**src/design/conv_pkg.sv**
```systemverilog
package conv_pkg;

    // Signed fixed point, 16 fraction bits
    localparam int VALUE_BITS = 32;
    localparam int FRAC_BITS = 16;

    // Square kernel side
    localparam int KERNEL_SIZE = 3;

    // One pixel, weight or bias value
    typedef logic signed [VALUE_BITS-1:0] pixel_t;

    // Indexed [row][col]
    // Row 0 is the oldest image row, column 0 the leftmost pixel
    typedef pixel_t [KERNEL_SIZE-1:0][KERNEL_SIZE-1:0] window_t;

    // Kernel weights, same indexing as the window
    typedef pixel_t [KERNEL_SIZE-1:0][KERNEL_SIZE-1:0] kernel_t;

    // Window beat passed from the line buffer to the MAC stage
    typedef struct packed {
        window_t win;
        // High on the final window of an image
        logic    last;
    } win_beat_t;

endpackage

```
**src/design/bias_relu_out.sv**
```systemverilog
`timescale 1ns/100ps

module bias_relu_out import conv_pkg::*; #(
    parameter int OUT_CHANNELS = 2,
    parameter int USE_RELU = 0
) (
    input  logic                       clk,
    input  logic                       reset,
    // Raw sums from the MAC stage
    input  pixel_t [OUT_CHANNELS-1:0]  i_sums,
    input  logic                       i_sum_valid,
    input  logic                       i_sum_last,
    output logic                       o_sum_ready,
    // Per channel bias
    input  pixel_t [OUT_CHANNELS-1:0]  i_bias,
    // Result stream
    output pixel_t [OUT_CHANNELS-1:0]  o_result,
    output logic                       o_valid,
    output logic                       o_last,
    input  logic                       i_ready
);

    pixel_t [OUT_CHANNELS-1:0] next_result;
    pixel_t [OUT_CHANNELS-1:0] result_q;
    logic                      valid_q;
    logic                      last_q;

    // Take a new result when empty or being drained
    assign o_sum_ready = !valid_q || i_ready;

    always_comb begin
        for (int ch = 0; ch < OUT_CHANNELS; ch++) begin
            next_result[ch] = i_sums[ch] + i_bias[ch];
            // Negative values clamp to zero when ReLU is on
            if (USE_RELU != 0 && next_result[ch][VALUE_BITS-1]) begin
                next_result[ch] = '0;
            end
        end
    end

    always_ff @(posedge clk) begin
        if (reset) begin
            valid_q <= 1'b0;
            last_q <= 1'b0;
        end else if (o_sum_ready) begin
            valid_q <= i_sum_valid;
            last_q <= i_sum_valid && i_sum_last;
        end
    end

    always_ff @(posedge clk) begin
        if (o_sum_ready && i_sum_valid) begin
            result_q <= next_result;
        end
    end

    assign o_result = result_q;
    assign o_valid = valid_q;
    assign o_last = last_q;

endmodule

```
**config.mk**
```make
export PLATFORM = sky130hd
export DESIGN_NAME = bias_relu_out
export DESIGN_NICKNAME = d
export VERILOG_FILES = /design/src/design/conv_pkg.sv /design/src/design/bias_relu_out.sv
export SDC_FILE = /design/constraint.sdc
export NUM_CORES = 1
export LEC_CHECK = 0
export BUFFER_PORTS_ARGS = -buffer_cell sky130_fd_sc_hd__buf_2
export CAP_MARGIN = 5
export CORE_MARGIN = 8
export CORE_UTILIZATION = 54
export CTS_CLUSTER_SIZE = 25
export DETAILED_ROUTE_END_ITERATION = 8
export PLACE_DENSITY = 0.87
export SLEW_MARGIN = 25
export SYNTH_ARGS = -nofsm -noshare
export SYNTH_HDL_FRONTEND = slang
export SYNTH_SLANG_ARGS = --single-unit
```
**constraint.sdc**
```tcl
create_clock -name clk -period 8.27 [get_ports clk]
set_clock_uncertainty 0.2 [all_clocks]
set_input_delay 2.481 -clock clk [delete_from_list [all_inputs] [get_ports clk]]
set_output_delay 2.481 -clock clk [all_outputs]
set_load 0.005 [all_outputs]
```
* After elaboration in Yosys (flattened, before gate mapping)
Index checks and enable logic that the tools add are counted.
** Cells by class
- Add/subtract/negate cells :: 2
- Reduce and logical (&&, ||, !) cells :: 4
** Operators by type and width (number)
- 32-bit adder :: 2
- 1-bit logical AND :: 2
- 1-bit logical NOT :: 1
- 1-bit logical OR :: 1
** Storage, ports and cells
- Bits of input ports :: 133
- Bits in registers :: 66
- Output and inout port bits :: 67

* Logic depth before layout (Yosys ltp)
- Depth in word-level cells :: 3
- Depth in mapped cells :: 10
- Gate-level depth less buffers :: 10

* Least setup slack after synthesis
OpenSTA, ideal clock, no wires.
- Kind :: input-to-output
- Start point :: in i_ready
- End point :: out o_sum_ready
- Arrival :: 2.718 ns
- Path buffers :: 0
- Slack :: 2.871 ns
- Data required time :: 5.589 ns
- Stages on the path :: 2
- Cells stage by stage :: nor2b_1 inv_1
** Between the ends
- Cells in the longest elaborated chain, start to end :: 1
** Ends and longest elaborated chain
- from (decl) :: RTL line bias_relu_out.sv:20 : input logic i_ready
- 1-bit logical OR :: RTL line bias_relu_out.sv:29 : assign o_sum_ready = !valid_q || i_ready;
- to (decl) :: RTL line bias_relu_out.sv:13 : output logic o_sum_ready,
No other way between the ends.

* Final worst setup path
Ends and elaborated chain as after synthesis.

==> results by group <==
Synth
  • Post-synth EDFFs: 64
  • YS warnings: 0
  • Post-synthesis cell count: 524
  • Synth cell types: 52
  • Synthesized cell area: about 5200 µm²
  • Top cell type's share of synthesized area: a little under two fifths
  • Flops & latches, synth: 66
  • Ys async rst share: 0%
  • Ranking of synthesized cells by area: edfxtp_1 37%, ha_1 15%, xnor2_1 7.6%
  • Synth area leader: edfxtp_1
  • Post-synth top flop: edfxtp_1
  • Syn avg cell area: 9.95 µm²
  • Syn Nets: around 700
  • Seq/Total Area, Yosys: between 30% and 40%

Placed design
  • Detail Placement HPWL: ~12 mm
  • Placed cell area: 6340 µm²
  • Pre-CTS setup slack: ~2600 ps
  • # port buffers: around 200
  • Routability cong.: around 0.90

Setup path
  • Critical Path End Type: output pin
  • Startpoint types: primary input
  • Most used cell, CP: buf_2
  • Worst Path Max Fanout: 3
  • Cell Chain, Critical Path: buf_2 > nor2b_1 > inv_1 > buf_2
  • Worst path arrival time: between 3000 and 4000 ps
  • Worst Setup Path Type: in -> out
  • Crit-path slowest cell: nor2b_1
  • Worst Path Required: between 5000 and 6000 ps
  • Cell family with most CP delay: buffers and inverters
  • Max incr delay on CP: approximately 220 ps
  • Critical path buffers and inverters: 3

Global route
  • First-pass GRT wire length: 22.6 mm
  • Vias in the first global route: between 4000 and 5000
  • Initial antenna violation count: 1
  • Largest net degree at the start of global routing: 65
  • Remaining Overflow, GRT: 0
  • Gr usage total: approximately 22%

Floorplanning
  • Placeable Area: 9590 µm²
  • Initial core utilization: about 54%
  • Num rows: 36
  • DIE WIDTH: between 100 and 150 µm
  • Full die area: 13100 µm²
  • I/O Pins: 200
  • Die Ht: about 110 µm

Drt
  • Pre-antenna DRT Iters: 5
  • Wire length per cell: ~17 µm
  • Number of remaining DRC errors: 0
  • DRT iter0 DRCs: roughly 210
  • Routed wire length: roughly 14 mm
  • Via/cell ratio: ~5.6
  • Routed Antenna Nets: 0
  • Via count: approximately 4800

STA
  • Crit path time final: between 5000 and 6000 ps
  • Final Hold Slack: just over 300 ps
  • Final hold viol count: 0
  • Period utilization: between 60% and 70%
  • Worst Tran Pin Value: around 800 ps
  • Worst Slack Setup Final: between 2000 and 3000 ps
  • Slew headroom: 46.7%
  • Setup TNS: 0 ps
  • RSZ-0062 raised after global routing: no
  • Max Clk Rate: 0.174 GHz
  • Fin. max-slew vios: 0
  • Final setup vio count: 0

Power and ir drop
  • Sequential power share: between 30% and 40%
  • Pint: 792 µW
  • Clock power frac: 28.3%
  • Leak: just under 3 nW
  • Sw Share: between 30% and 40%
  • Max VDD drop: between 0.06 and 0.07 mV
  • Pwr/cell area: 172 nW/µm²
  • Logic pwr share: 32.8%
  • P_sw: about 340 µW

Clocking
  • Num Clock Sinks: 66
  • CTS Buf Count: 9
  • H-tree levels: 3
  • CTS resizes: 0
  • Root buffer cell: clkbuf_8
  • Worst-Skew Late Latency: between 300 and 400 ps
  • Worst-path clk slew: 70 ps
  • Post-CTS Hold Buffers: 0
  • CTS tree: done
  • Post-CTS Setup Repair Bufs: 0
  • CTS Buffer Depth: 2

Finish
  • Area growth syn-to-layout: 26.3%
  • Post-route cell area: 6590 µm²
  • Register area: approximately 2000 µm²
  • Commonest cells after routing, fill and taps aside: 199 x buf_2, 64 x edfxtp_1, 62 x ha_1, 57 x a21oi_1, 45 x xnor2_1
  • Final Core Density: between 60 and 70%
  • Multi-input gate area: between 3000 and 4000 µm²
  • Commonest non-fill, non-tap cell in the layout: buf_2
  • Fillers: 761
  • Fraction of layout cells with a size suffix above 1: between 30% and 40%
  • Fin nets: about 900

Hold path
  • HP Class: reg -> reg

Outcome
  • Outcome: completed

Job
  • Max_cap viols: 0
layout make-up:
cell class              count  area share [%]
inverters                  12           0.684
repair buffers            200            15.2
well taps                 133            2.53
multi-input cells         436            48.1
clock buffers              12            2.51
clock inverters             4            1.10
diodes                      1          0.0380
flip-flops and latches     66            29.8
power groups by stage:
stage / registers, mW / logic [mW] / clock network [mW]
global placement: 0.447 / 0.356 / 0
finish: 0.441 / 0.373 / 0.321
floorplan: 0.455 / 0.229 / 0
detailed placement: 0.449 / 0.369 / 0
CTS: 0.442 / 0.371 / 0.324
global route: 0.445 / 0.407 / 0.337
kinds of logic after synthesis:
family          Yosys count  synth area share [%]
xor+xnor                 61                  10.2
flops                    66                  37.6
buf+inv                  22                  1.63
compound gates          181                  23.2
fa+ha+maj                64                  15.6
simple gates            130                  11.6
registers in the layout, summed over array words and instances, names as in the netlist:
register / flops
o_result: 64
o_valid: 1
o_last: 1
worst min-delay path: cells and delay by family (launching register included):
kind	cells	cell delay, ps
compound gates	1	70
flops	1	320
simple gates	1	60
cell usage after synthesis, types with 2 or more instances:
cell type and n:
clkbuf_1 8, nand4_1 10, o21ai_0 20, o211ai_1 2
o21ai_1 6, xnor2_1 45, buf_2 2, nor3_1 8
and2_1 3, o211ai_2 2, nand2b_1 4, nor2_1 39
a221oi_1 3, dfxtp_1 2, o21a_1 4, edfxtp_1 64
a31oi_1 8, a41oi_1 2, a21oi_2 4, nand2_1 37
nor3b_1 3, a21oi_1 57, a22o_1 2, a31o_2 2
o31ai_1 3, o21bai_1 14, nor2b_1 6, a211oi_1 9
fa_1 2, a2111oi_0 3, and3_1 4, nand3_1 11
or2_2 2, inv_1 12, a21o_1 27, o22ai_1 2
ha_1 62, xor2_1 16
final timing paths:
| check | startpoint | to | slack, ps | cells past startpoint |
|---|---|---|---|---|
| setup / recovery | i_ready | o_sum_ready | 2530 | 4 |
| hold / removal | o_last | o_last | 300 | 2 |
| setup reg to reg | o_valid | o_result[24] | 6330 | 4 |
| hold reg to reg | o_last | o_last | 300 | 2 |
metrics by stage:
step | total power [mW] | cells
5_1_grt | 1.19 | 864
2_1_floorplan | 0.684 | 524
3_3_place_gp | 0.803 | 847
3_5_place_dp | 0.818 | 847
4_1_cts | 1.14 | 863
6_report | 1.13 | 864
routing by layer:
layer | vias to the layer above | global-route usage, % | part of all wire, % | wire length [µm]
li1 | 2418 | - | - | -
met4 | 0 | 10.6 | 2.1 | 305
met1 | 2221 | 22.8 | 38 | 5500
met5 | - | 0 | 0 | 0
met3 | 27 | 2.95 | 5.7 | 828
met2 | 181 | 40.8 | 54 | 7790
Note: power is estimated with default switching activity, not from simulation.
