File: src/design/conv_pkg.sv
package conv_pkg;

    // Signed fixed point, 16 fraction bits
    localparam int VALUE_BITS = 32;
    localparam int FRAC_BITS = 16;

    // Square kernel side
    localparam int KERNEL_SIZE = 3;

    // One pixel, weight or bias value
    typedef logic signed [VALUE_BITS-1:0] pixel_t;

    // Indexed [row][col]
    // Row 0 is the oldest image row, column 0 the leftmost pixel
    typedef pixel_t [KERNEL_SIZE-1:0][KERNEL_SIZE-1:0] window_t;

    // Kernel weights, same indexing as the window
    typedef pixel_t [KERNEL_SIZE-1:0][KERNEL_SIZE-1:0] kernel_t;

    // Window beat passed from the line buffer to the MAC stage
    typedef struct packed {
        window_t win;
        // High on the final window of an image
        logic    last;
    } win_beat_t;

endpackage

File: src/design/line_ram.sv
`timescale 1ns/100ps

module line_ram import conv_pkg::*; #(
    parameter int IMG_WIDTH = 8
) (
    input  logic                         clk,
    input  logic                         i_w_en,
    input  logic [$clog2(IMG_WIDTH)-1:0] i_w_addr,
    input  pixel_t                       i_w_data,
    input  logic [$clog2(IMG_WIDTH)-1:0] i_r_addr,
    output pixel_t                       o_r_data
);

    // One image row
    pixel_t mem [IMG_WIDTH];

    // Registered read, data follows the address by one cycle
    always_ff @(posedge clk) begin
        if (i_w_en) begin
            mem[i_w_addr] <= i_w_data;
        end
        o_r_data <= mem[i_r_addr];
    end

endmodule

File: src/design/window_gen.sv
`timescale 1ns/100ps

module window_gen import conv_pkg::*; #(
    parameter int IMG_WIDTH = 8
) (
    input  logic      clk,
    input  logic      reset,
    // Pixel stream
    input  pixel_t    i_pixel,
    input  logic      i_valid,
    input  logic      i_last,
    output logic      o_ready,
    // Window stream
    output win_beat_t o_win,
    output logic      o_win_valid,
    input  logic      i_win_ready
);

    localparam int AW = $clog2(IMG_WIDTH);
    localparam int ROWS_BUFFERED = KERNEL_SIZE - 1;

    // Column and row position of the next pixel
    logic [AW-1:0] col_q;
    logic [1:0]    row_q;
    // RAM holding the oldest row, overwritten by the incoming row
    logic          sel_q;

    logic [AW-1:0] next_col;
    logic [AW-1:0] rd_addr;
    pixel_t        rd_data [ROWS_BUFFERED];

    // Window shift register and its flags
    window_t       taps_q;
    logic          win_valid_q;
    logic          win_last_q;

    logic          accept;
    logic          row_end;
    logic          win_new;
    pixel_t        new_col [KERNEL_SIZE];

    // Pixel and window move together, so the window register must be free or leaving
    // The last window blocks the next image until it is taken
    assign o_ready = win_valid_q ? (i_win_ready && !win_last_q) : 1'b1;
    assign accept = i_valid && o_ready;
    assign row_end = (col_q == AW'(IMG_WIDTH - 1));

    // Window exists once the third row runs and three columns are in
    assign win_new = (row_q == 2'(ROWS_BUFFERED)) && (col_q >= AW'(KERNEL_SIZE - 1));

    always_comb begin
        next_col = col_q;
        if (accept) begin
            next_col = (row_end || i_last) ? '0 : col_q + 1'b1;
        end
    end

    // Read ahead at the column about to be consumed
    // The old row value is read before this column is overwritten
    assign rd_addr = next_col;

    for (genvar k = 0; k < ROWS_BUFFERED; k++) begin : g_rows
        line_ram #(
            .IMG_WIDTH(IMG_WIDTH)
        ) u_line_ram (
            .clk      (clk),
            .i_w_en   (accept && (sel_q == 1'(k))),
            .i_w_addr (col_q),
            .i_w_data (i_pixel),
            .i_r_addr (rd_addr),
            .o_r_data (rd_data[k])
        );
    end

    // Rotate RAM outputs into age order, newest row comes straight from the input
    always_comb begin
        new_col[0] = sel_q ? rd_data[1] : rd_data[0];
        new_col[1] = sel_q ? rd_data[0] : rd_data[1];
        new_col[2] = i_pixel;
    end

    // Position counters
    always_ff @(posedge clk) begin
        if (reset) begin
            col_q <= '0;
            row_q <= '0;
            sel_q <= 1'b0;
        end else if (accept) begin
            col_q <= next_col;
            if (i_last) begin
                // Restart for the next image
                row_q <= '0;
                sel_q <= 1'b0;
            end else if (row_end) begin
                sel_q <= ~sel_q;
                if (row_q != 2'(ROWS_BUFFERED)) begin
                    row_q <= row_q + 1'b1;
                end
            end
        end
    end

    // Shift every row left by one column per consumed pixel
    always_ff @(posedge clk) begin
        if (accept) begin
            for (int r = 0; r < KERNEL_SIZE; r++) begin
                for (int c = 0; c < KERNEL_SIZE - 1; c++) begin
                    taps_q[r][c] <= taps_q[r][c+1];
                end
                taps_q[r][KERNEL_SIZE-1] <= new_col[r];
            end
        end
    end

    always_ff @(posedge clk) begin
        if (reset) begin
            win_valid_q <= 1'b0;
            win_last_q <= 1'b0;
        end else if (accept) begin
            win_valid_q <= win_new;
            win_last_q <= i_last && win_new;
        end else if (i_win_ready) begin
            // Window taken with no pixel to replace it
            win_valid_q <= 1'b0;
            win_last_q <= 1'b0;
        end
    end

    assign o_win = '{win: taps_q, last: win_last_q};
    assign o_win_valid = win_valid_q;

endmodule

File: config.mk
export PLATFORM = sky130hd
export DESIGN_NAME = window_gen
export DESIGN_NICKNAME = d
export VERILOG_FILES = /design/src/design/conv_pkg.sv /design/src/design/line_ram.sv /design/src/design/window_gen.sv
export SDC_FILE = /design/constraint.sdc
export NUM_CORES = 1
export LEC_CHECK = 0
export BUFFER_PORTS_ARGS = -buffer_cell sky130_fd_sc_hd__buf_4
export CORE_MARGIN = 2
export CORE_UTILIZATION = 50
export DETAILED_ROUTE_END_ITERATION = 10
export MAX_ROUTING_LAYER = met4
export PLACE_DENSITY = 0.76
export SLEW_MARGIN = 25
export SYNTH_ARGS = -nofsm -noshare
export SYNTH_HDL_FRONTEND = slang
export SYNTH_HIERARCHICAL = 1
export SYNTH_SLANG_ARGS = --single-unit
File: constraint.sdc
create_clock -name clk -period 11.2 [get_ports clk]
set_input_delay 0.56 -clock clk [delete_from_list [all_inputs] [get_ports clk]]
set_output_delay 0.56 -clock clk [all_outputs]
set_load 0.01 [all_outputs]
Word-level counts from Yosys, hierarchy flattened:

Memory sizes are Yosys's and may differ from the RTL's. A register that Yosys moved wholly into a read port is not among the register bits.
Cells that the tools add are included.

* bits in registers: 296
* latch bits: 0
* RAM bits: 512
* bits in read-only memories: 0
* input port bits: 37
* output and inout port bits: 291
* word-level logic and storage cells: 53
* memories: 2

Memories
* g_rows[0].u_line_ram.mem: depth 8, bits a word 32, rd ports 1, clocked after memory_dff 1, write ports 1, RTL line line_ram.sv:15 `pixel_t mem [IMG_WIDTH];`
* g_rows[1].u_line_ram.mem: depth 8, bits a word 32, rd ports 1, clocked after memory_dff 1, write ports 1, RTL line line_ram.sv:15

* $add $sub $neg: 2
* $mul: 0
* div/mod/pow operators: 0
* order comparisons: 1
* eq/ne operators: 3
* shifts and indexed selects: 0
* mux-type cells: 17
* bitwise gates (word level): 1
* reductions and logical operators: 13

Operators with widths (count)
* 32-bit 2-to-1 mux: 2
* 1-bit 2-to-1 mux: 10
* 1-bit logical AND: 6
* 2-bit 2-to-1 mux: 3
* 3-bit 2-to-1 mux: 2
* 2-bit nonzero test: 3
* 3-bit by 1-bit adder with 3-bit output (second input constant): 1
* 3-bit == test (second input constant): 1
* 3-bit by 2-bit >= comparator with 1-bit output (second input constant): 1
* 3-bit AND reduction: 1
* 2-bit by 1-bit adder with 2-bit output (second input constant): 1
* 2-bit == test (second input constant): 1
* 2-bit != test (second input constant): 1
* 2-bit AND reduction: 1
* 1-bit zero test: 1
* 1-bit logical OR: 1
* 1-bit inverter: 1

Logic depth before layout (Yosys ltp):

Gate-level depths: netlist of the first run.

* word-level depth: 7
* mapped depth: 9

Cells and area by module:

The synthesis of the first run kept the hierarchy.

Modules (own cells, without submodules)
* line_ram: instances 2, cells each 415, area each 10466.3 µm², seq. area each 8328.0 µm²
* window_gen: instances 1, cells each 414, area each 9869.5 µm², seq. area each 8808.4 µm²

Worst setup path before layout of the first run:

OpenSTA, ideal clock, no wires.

* path kind: input-to-reg
* start point: input i_win_ready
* end point: register g_rows[0].u_line_ram.o_r_data[11] (read register of g_rows[0].u_line_ram.mem)
* setup time: 0.121 ns
* arrival time: 4.372 ns
* required time: 11.079 ns
* slack: 6.707 ns
* stages: 9
* path through: nor2b_4 o21ai_4 inv_4 and3_4 or2_1 buf_6 buf_6 mux4_1 mux2_2

* longest elaborated chain between the ends: 4

Ends and longest elaborated chain
* start, declared: RTL line window_gen.sv:16 `input logic i_win_ready`
* 1-bit logical AND: RTL line window_gen.sv:44 `assign o_ready = win_valid_q ? (i_win_ready && !win_last_q) : 1'b1;`
* 1-bit 2-to-1 mux: RTL line window_gen.sv:44
* 1-bit logical AND: RTL line window_gen.sv:45 `assign accept = i_valid && o_ready;`
* named net accept: RTL line window_gen.sv:37 `logic accept;`
* 3-bit 2-to-1 mux: RTL line window_gen.sv:53 `if (accept) begin`
* named net next_col[0]: RTL line window_gen.sv:28 `logic [AW-1:0] next_col;`
* end, declared: RTL line line_ram.sv:11 `output pixel_t o_r_data`

The timed path passes the listed nets, and every way through them passes these cells.
A chain may end at the register's enable or synchronous reset.

Worst setup path in the final report of the first run:

* start point: register win_last_q
* end point: register g_rows[0].u_line_ram.o_r_data[7] (read register of g_rows[0].u_line_ram.mem)

* longest elaborated chain between the ends: 5

Ends and longest elaborated chain
* start, declared: RTL line window_gen.sv:35 `logic win_last_q;`
* start signal, assigned: RTL line window_gen.sv:121 `win_last_q <= i_last && win_new;`
* 1-bit zero test: RTL line window_gen.sv:44
* 1-bit logical AND: RTL line window_gen.sv:44
* 1-bit 2-to-1 mux: RTL line window_gen.sv:44
* 1-bit logical AND: RTL line window_gen.sv:45
* named net accept: RTL line window_gen.sv:37
* 3-bit 2-to-1 mux: RTL line window_gen.sv:53
* named net next_col[0]: RTL line window_gen.sv:28

The timed path passes the listed nets, and every way through them passes these cells.

==> run metrics, run 1 <==
R2R Setup Slk=6.19 ns; DR vias/cell=5.57; CP required=11.73 ns; pin count of the biggest net entering global routing=125; TritonCTS clock tree=built; fmax=200 MHz; DR iter-0 viols=1,191; Syn Area/Cell=24.8 µm²; post-synth net total=1,285; clock sinks=872; post-synthesis mux area share=15.0%; IO Pins=328; Top cell by count, worst path=buf_4; Post-CTS Setup Bufs=0; hold buffer count at cts=0; Max IR drop VDD=0.128 mV; Final nets=1,679; Pre-Repair DR Iteration Count=7; status=finished clean; pwr dens=187 nW/µm²; Initial Util=50.8%; Leak=12.7 nW; Clk pin slew, worst setup/hold paths=0.06 ns; most frequent cells in the layout=edfxtp_1 (800), buf_4 (348), mux2_2 (128); Die H=252 µm; mean routed wirelength per cell=24.4 µm; Routability Congestion=0.735; Post-Synth Adder-Cell Area=0.162%; commonest non-fill, non-tap cell in the layout=edfxtp_1; crit path DAT=5.53 ns; Seq/Total Area, Yosys=82.7%; Crit Path Max Fanout=124; Slew @ Worst Pin=1.01 ns; simple-gate portion of the synthesized area=0.772%; first-pass GRT wire length=88,500 µm; synthesis warning total=6; Die ar.=63,600 µm²; Total GRT Usage=19.5%; CP Class=reg2reg; compound-gate portion of the synthesized area=0.309%; final worst slack=6.19 ns; synthesis-to-layout area growth=20.6%; crit path time final=5.01 ns; CTS max path bufs=3; Yosys reg bits=872; post-DP HPWL=33,100 µm; Buf/Inv on CP=3; Core Region=60,600 µm²; clk_skew=0.0163 ns; RSZ-0062 raised after global routing=no; pre-CTS setup slack=5.74 ns; grt total ovfl=0; Detail Route Antenna Nets=0; initial antenna violation count=1; DRC=0; Fin Setup TNS=0 ns; CTS buffer count=87; Final setup viols=0; Max-cap violations=0; Root Driver=clkbuf_16; Crit path max-delay family=buffers and inverters; Rel. slew slack=32.1%; Slew Limit Fails=0; crit-path max cell delay=0.82 ns; largest family of logic cells by synthesized area=multiplexers; Die Width=252 µm; post-synthesis cell type count=32; worst-path cell chain=nor2b_4 -> o21ai_4 -> clkinv_8 -> nor2_1 -> or2_4 -> buf_4 -> buf_4 -> mux4_1 -> mux2_2; xor/xnor share of the synthesized area=0%; Final Hold Viols=0; Clock Latency Late Sink=0.63 ns; HP Class=in2reg; IO buf count=327; CP Launch Type=register; Synth Instances=1,244; Tcrit/Tclk final=44.7%; post-CTS sizing=0; row cnt=90; Vias=13,900; crit end category=register; critical path's slowest cell=buf_4; H-tree Lvls=3; vias in the first global route=14,100; fraction of layout cells with a size suffix above 1=39.8%; Routed WL=60,800 µm; Cell Area, Synth=30,800 µm²
==> cell usage after synthesis <==
master / n / area [µm²]
o21ba_2: 1 / 10.0
and3_4: 1 / 11.3
or2_1: 1 / 6.26
clkbuf_1: 4 / 15.0
buf_6: 14 / 158
o311ai_0: 1 / 8.76
o32ai_1: 2 / 17.5
dfxtp_1: 72 / 1440
buf_4: 1 / 7.51
o21ai_0: 2 / 10.0
inv_2: 1 / 3.75
nand3b_1: 2 / 15.0
nor2b_4: 1 / 13.8
nand2_1: 9 / 33.8
nand3_1: 2 / 10.0
nor2_1: 16 / 60.1
mux4_1: 80 / 2100
buf_2: 19 / 95.1
o31ai_1: 1 / 7.51
nor3_1: 5 / 25.0
inv_1: 5 / 18.8
nand4_1: 1 / 6.26
mux2_2: 128 / 1440
inv_4: 1 / 6.26
nand2b_1: 8 / 50.1
mux4_2: 48 / 1080
edfxtp_1: 800 / 24000
o21ai_4: 1 / 16.3
buf_1: 7 / 26.3
ha_1: 4 / 50.1
or3_1: 1 / 6.26
a21oi_1: 5 / 25.0
==> flip-flops by register name, indices dropped and copies added (netlist names) <==
| name | count |
|---|---|
| col_q | 3 |
| win_last_q | 1 |
| o_win | 288 |
| sel_q | 1 |
| row_q | 2 |
| g_rows.u_line_ram/mem | 512 |
| o_win_valid | 1 |
| g_rows.u_line_ram/o_r_data | 64 |
==> cells by family (layout without fill, tap and decap cells) <==
group | after synthesis | in the layout
buf+inv | 52 | 520
compound gates | 13 | 13
fa+ha+maj | 4 | 4
simple gates | 47 | 47
flops | 872 | 872
mux | 256 | 256
other cells | 0 | 1
==> per-layer routing <==
layer / global-route usage, % / wire, µm / vias to the layer above
met5: - / 0 / -
met3: 4.02 / 3540 / 117
met2: 32.0 / 31000 / 492
met1: 24.7 / 24600 / 7265
met4: 6.19 / 1600 / 0
li1: - / - / 6011
==> through the flow <==
stage	cell area [µm²]	util, %	total power, W	hold slack, ns	std cells
global route	37100	61.3	0.00713	0.149	2495
floorplan	30800	-	0.00394	0.466	1244
detailed placement	34200	56.5	0.00411	0.433	2331
CTS	37100	61.3	0.00700	0.125	2494
global placement	34200	56.5	0.00410	0.429	2331
finish	37100	61.3	0.00693	0.160	2495
==> area by class of cell <==
cell class              count  area (µm²)
flip-flops and latches    872       25500
fillers                  4068       23400
multi-input cells         320        5140
repair buffers            350        2640
clock buffers             116        2380
well taps                 782         978
clock inverters            47         494
inverters                   7        38.8
diodes                      1        2.50
==> power breakdown <==
group	internal [W]	switching, W	total, W
sequential	0.00367	0.0000485	0.00372
clock	0.00169	0.00120	0.00289
combinational	0.000160	0.000165	0.000326
total	0.00552	0.00141	0.00693
==> final timing paths <==
check                          startpoint                                        to  depth (start not counted)
hold / removal                      reset                        sel_q$_SDFFE_PP0P_                          2
hold reg to reg      o_win[131]$_DFFE_PP_                       o_win[99]$_DFFE_PP_                          0
setup reg to reg  win_last_q$_SDFFE_PP0P_  g_rows[0].u_line_ram/o_r_data[7]$_DFF_P_                          9
setup / recovery  win_last_q$_SDFFE_PP0P_  g_rows[0].u_line_ram/o_r_data[7]$_DFF_P_                          9
No activity file was read; power rests on OpenSTA's default activity.
==> run 2, diff against run 1 <==
Clock period 11.2 ns to 5.1 ns, I/O delays scaled along.
==> run metrics, run 2 (synthesis gave the netlist of run 1 again) <==
status=finished clean; Max IR drop VDD=0.256 mV (+100%); Final setup viols=0 (unchanged); vias in the first global route=14,400 (+1.8%); post-DP HPWL=33,000 µm (-0.29%); Root Driver=clkbuf_16; Tcrit/Tclk final=71.1% (+26 points); critical path's slowest cell=mux4_1; DR vias/cell=5.55 (-0.31%); most frequent cells in the layout=edfxtp_1 (800), buf_4 (346), mux2_2 (128); crit path time final=3.63 ns (-1.38 ns); clock sinks=872 (unchanged); CP required=5.62 ns (-6.11 ns); DR iter-0 viols=1,102 (-7.5%); hold buffer count at cts=35 (+35); Routability Congestion=0.738 (+0.42%); fraction of layout cells with a size suffix above 1=39.3% (-0.45 points); initial antenna violation count=4 (+3); CTS max path bufs=3 (unchanged); IO buf count=327 (unchanged); RSZ-0062 raised after global routing=no; Detail Route Antenna Nets=0 (unchanged); GRT Max-Usage Layer=met2; Core Region=60,600 µm² (unchanged); pwr dens=408 nW/µm² (+120%); DRC=0 (unchanged); H-tree Lvls=3 (unchanged); worst-path cell chain=inv_2 -> o21ai_4 -> clkinv_8 -> nor2_1 -> or2_4 -> buf_12 -> mux4_1 -> mux2_2; post-CTS sizing=0 (unchanged); Die ar.=63,600 µm² (unchanged); Die Width=252 µm (unchanged); CTS buffer count=86 (-1.1%); crit end category=register; grt total ovfl=0 (unchanged); Final nets=1,714 (+2.1%); Hold Crit Start=i_valid; commonest non-fill, non-tap cell in the layout=edfxtp_1; RR Startpoint=o_win_valid$_SDFFE_PP0P_; max FFs per register=512 (unchanged); row cnt=90 (unchanged); CP Class=reg2reg; mean routed wirelength per cell=24.1 µm (-1.1%); Vias=14,000 (+1.1%); Leak=12.9 nW (+1.2%); Max-cap violations=0 (unchanged); IO Pins=328 (unchanged); Total GRT Usage=19.5% (about the same); Routed WL=61,000 µm (+0.33%); crit-path max cell delay=0.68 ns (-0.14 ns); Slew Limit Fails=0 (unchanged); synthesis-to-layout area growth=22.0%; Crit path max-delay family=buffers and inverters; met2 usage=32.1% (+0.079 points); GR Util met3=3.41% (-0.61 points); first-pass GRT wire length=88,800 µm (+0.28%); pin count of the biggest net entering global routing=129 (+3.2%); Pre-Repair DR Iteration Count=5 (-2); CP Launch Type=register; Fin Setup TNS=0 ns (unchanged); Clock Latency Late Sink=0.65 ns (+0.02 ns); Initial Util=50.8% (unchanged); TritonCTS clock tree=built; clk_skew=0.0306 ns (+0.0144 ns); Clk pin slew, worst setup/hold paths=0.06 ns (about the same); Top reg by flops=g_rows.u_line_ram/mem; Buf/Inv on CP=3 (unchanged); Slew @ Worst Pin=0.998 ns (-0.0155 ns); total power=0.0153 W (+120%); GRT met1 Usage=24.9% (+0.27 points); HP Class=in2reg; crit path DAT=4.15 ns (-1.38 ns); Rel. slew slack=33.5% (+1.4 points); Crit Path Max Fanout=128 (+3.2%); fmax=276 MHz (+38%); Post-CTS Setup Bufs=0 (unchanged); Final Hold Viols=0 (unchanged); Crit. Startpoint=o_win_valid$_SDFFE_PP0P_; Die H=252 µm (unchanged)
==> run 2: layer usage <==
layer	part of all wire, %	up-vias
met5	0	-
met2	52	430
met3	5.7	88
li1	-	6092
met4	1.9	0
met1	41	7431
==> run 2: where the power goes <==
part           leakage, nW  switching (W)  internal [W]
combinational         3.44       0.000365      0.000372
clock                 1.40        0.00268       0.00376
sequential            8.05       0.000112       0.00805
total                 12.9        0.00315        0.0122
==> run 2: path summary, 6_finish.rpt <==
path / cells past startpoint / endpoint / slack (ns)
setup / recovery: 8 / g_rows[0].u_line_ram/o_r_data[23]$_DFF_P_ / 1.47
hold / removal: 3 / row_q[1]$_SDFFE_PP0P_ / 0.07
setup reg to reg: 8 / g_rows[0].u_line_ram/o_r_data[23]$_DFF_P_ / 1.47
hold reg to reg: 0 / o_win[122]$_DFFE_PP_ / 0.43
==> run 2: final cells by class <==
type                       count  area (µm²)
fill                        3984       23000
timing repair buffer         386        3020
tap                          782         978
clock buffer                 115        2360
sequential                   872       25500
clock inverter                47         561
multi-input combinational    320        5140
inverter                       7        38.8
antenna                        2        5.00
==> run 2: worst reg2reg max path: stages, from the launching register on <==
cell      delay (ns)
dfxtp_1         0.39
inv_2           0.07
o21ai_4         0.34
clkinv_8        0.51
nor2_1          0.32
or2_4           0.17
buf_12          0.63
mux4_1          0.82
mux2_2          0.28
==> run 2: through the flow <==
| stage | instance area (µm²) | instances | util (%) | setup WS (ns) | hold slack [ns] |
|---|---|---|---|---|---|
| after floorplan | 30800 | 1244 | - | 0.846 | 0.354 |
| after global placement | 34300 | 2332 | 56.6 | 1.42 | 0.431 |
| after detailed placement | 34300 | 2332 | 56.6 | 1.35 | 0.434 |
| after CTS | 37600 | 2529 | 62.0 | 1.36 | 0.0418 |
| after global routing | 37600 | 2531 | 62.0 | 1.14 | 0.0764 |
| final | 37600 | 2531 | 62.0 | 1.47 | 0.0723 |
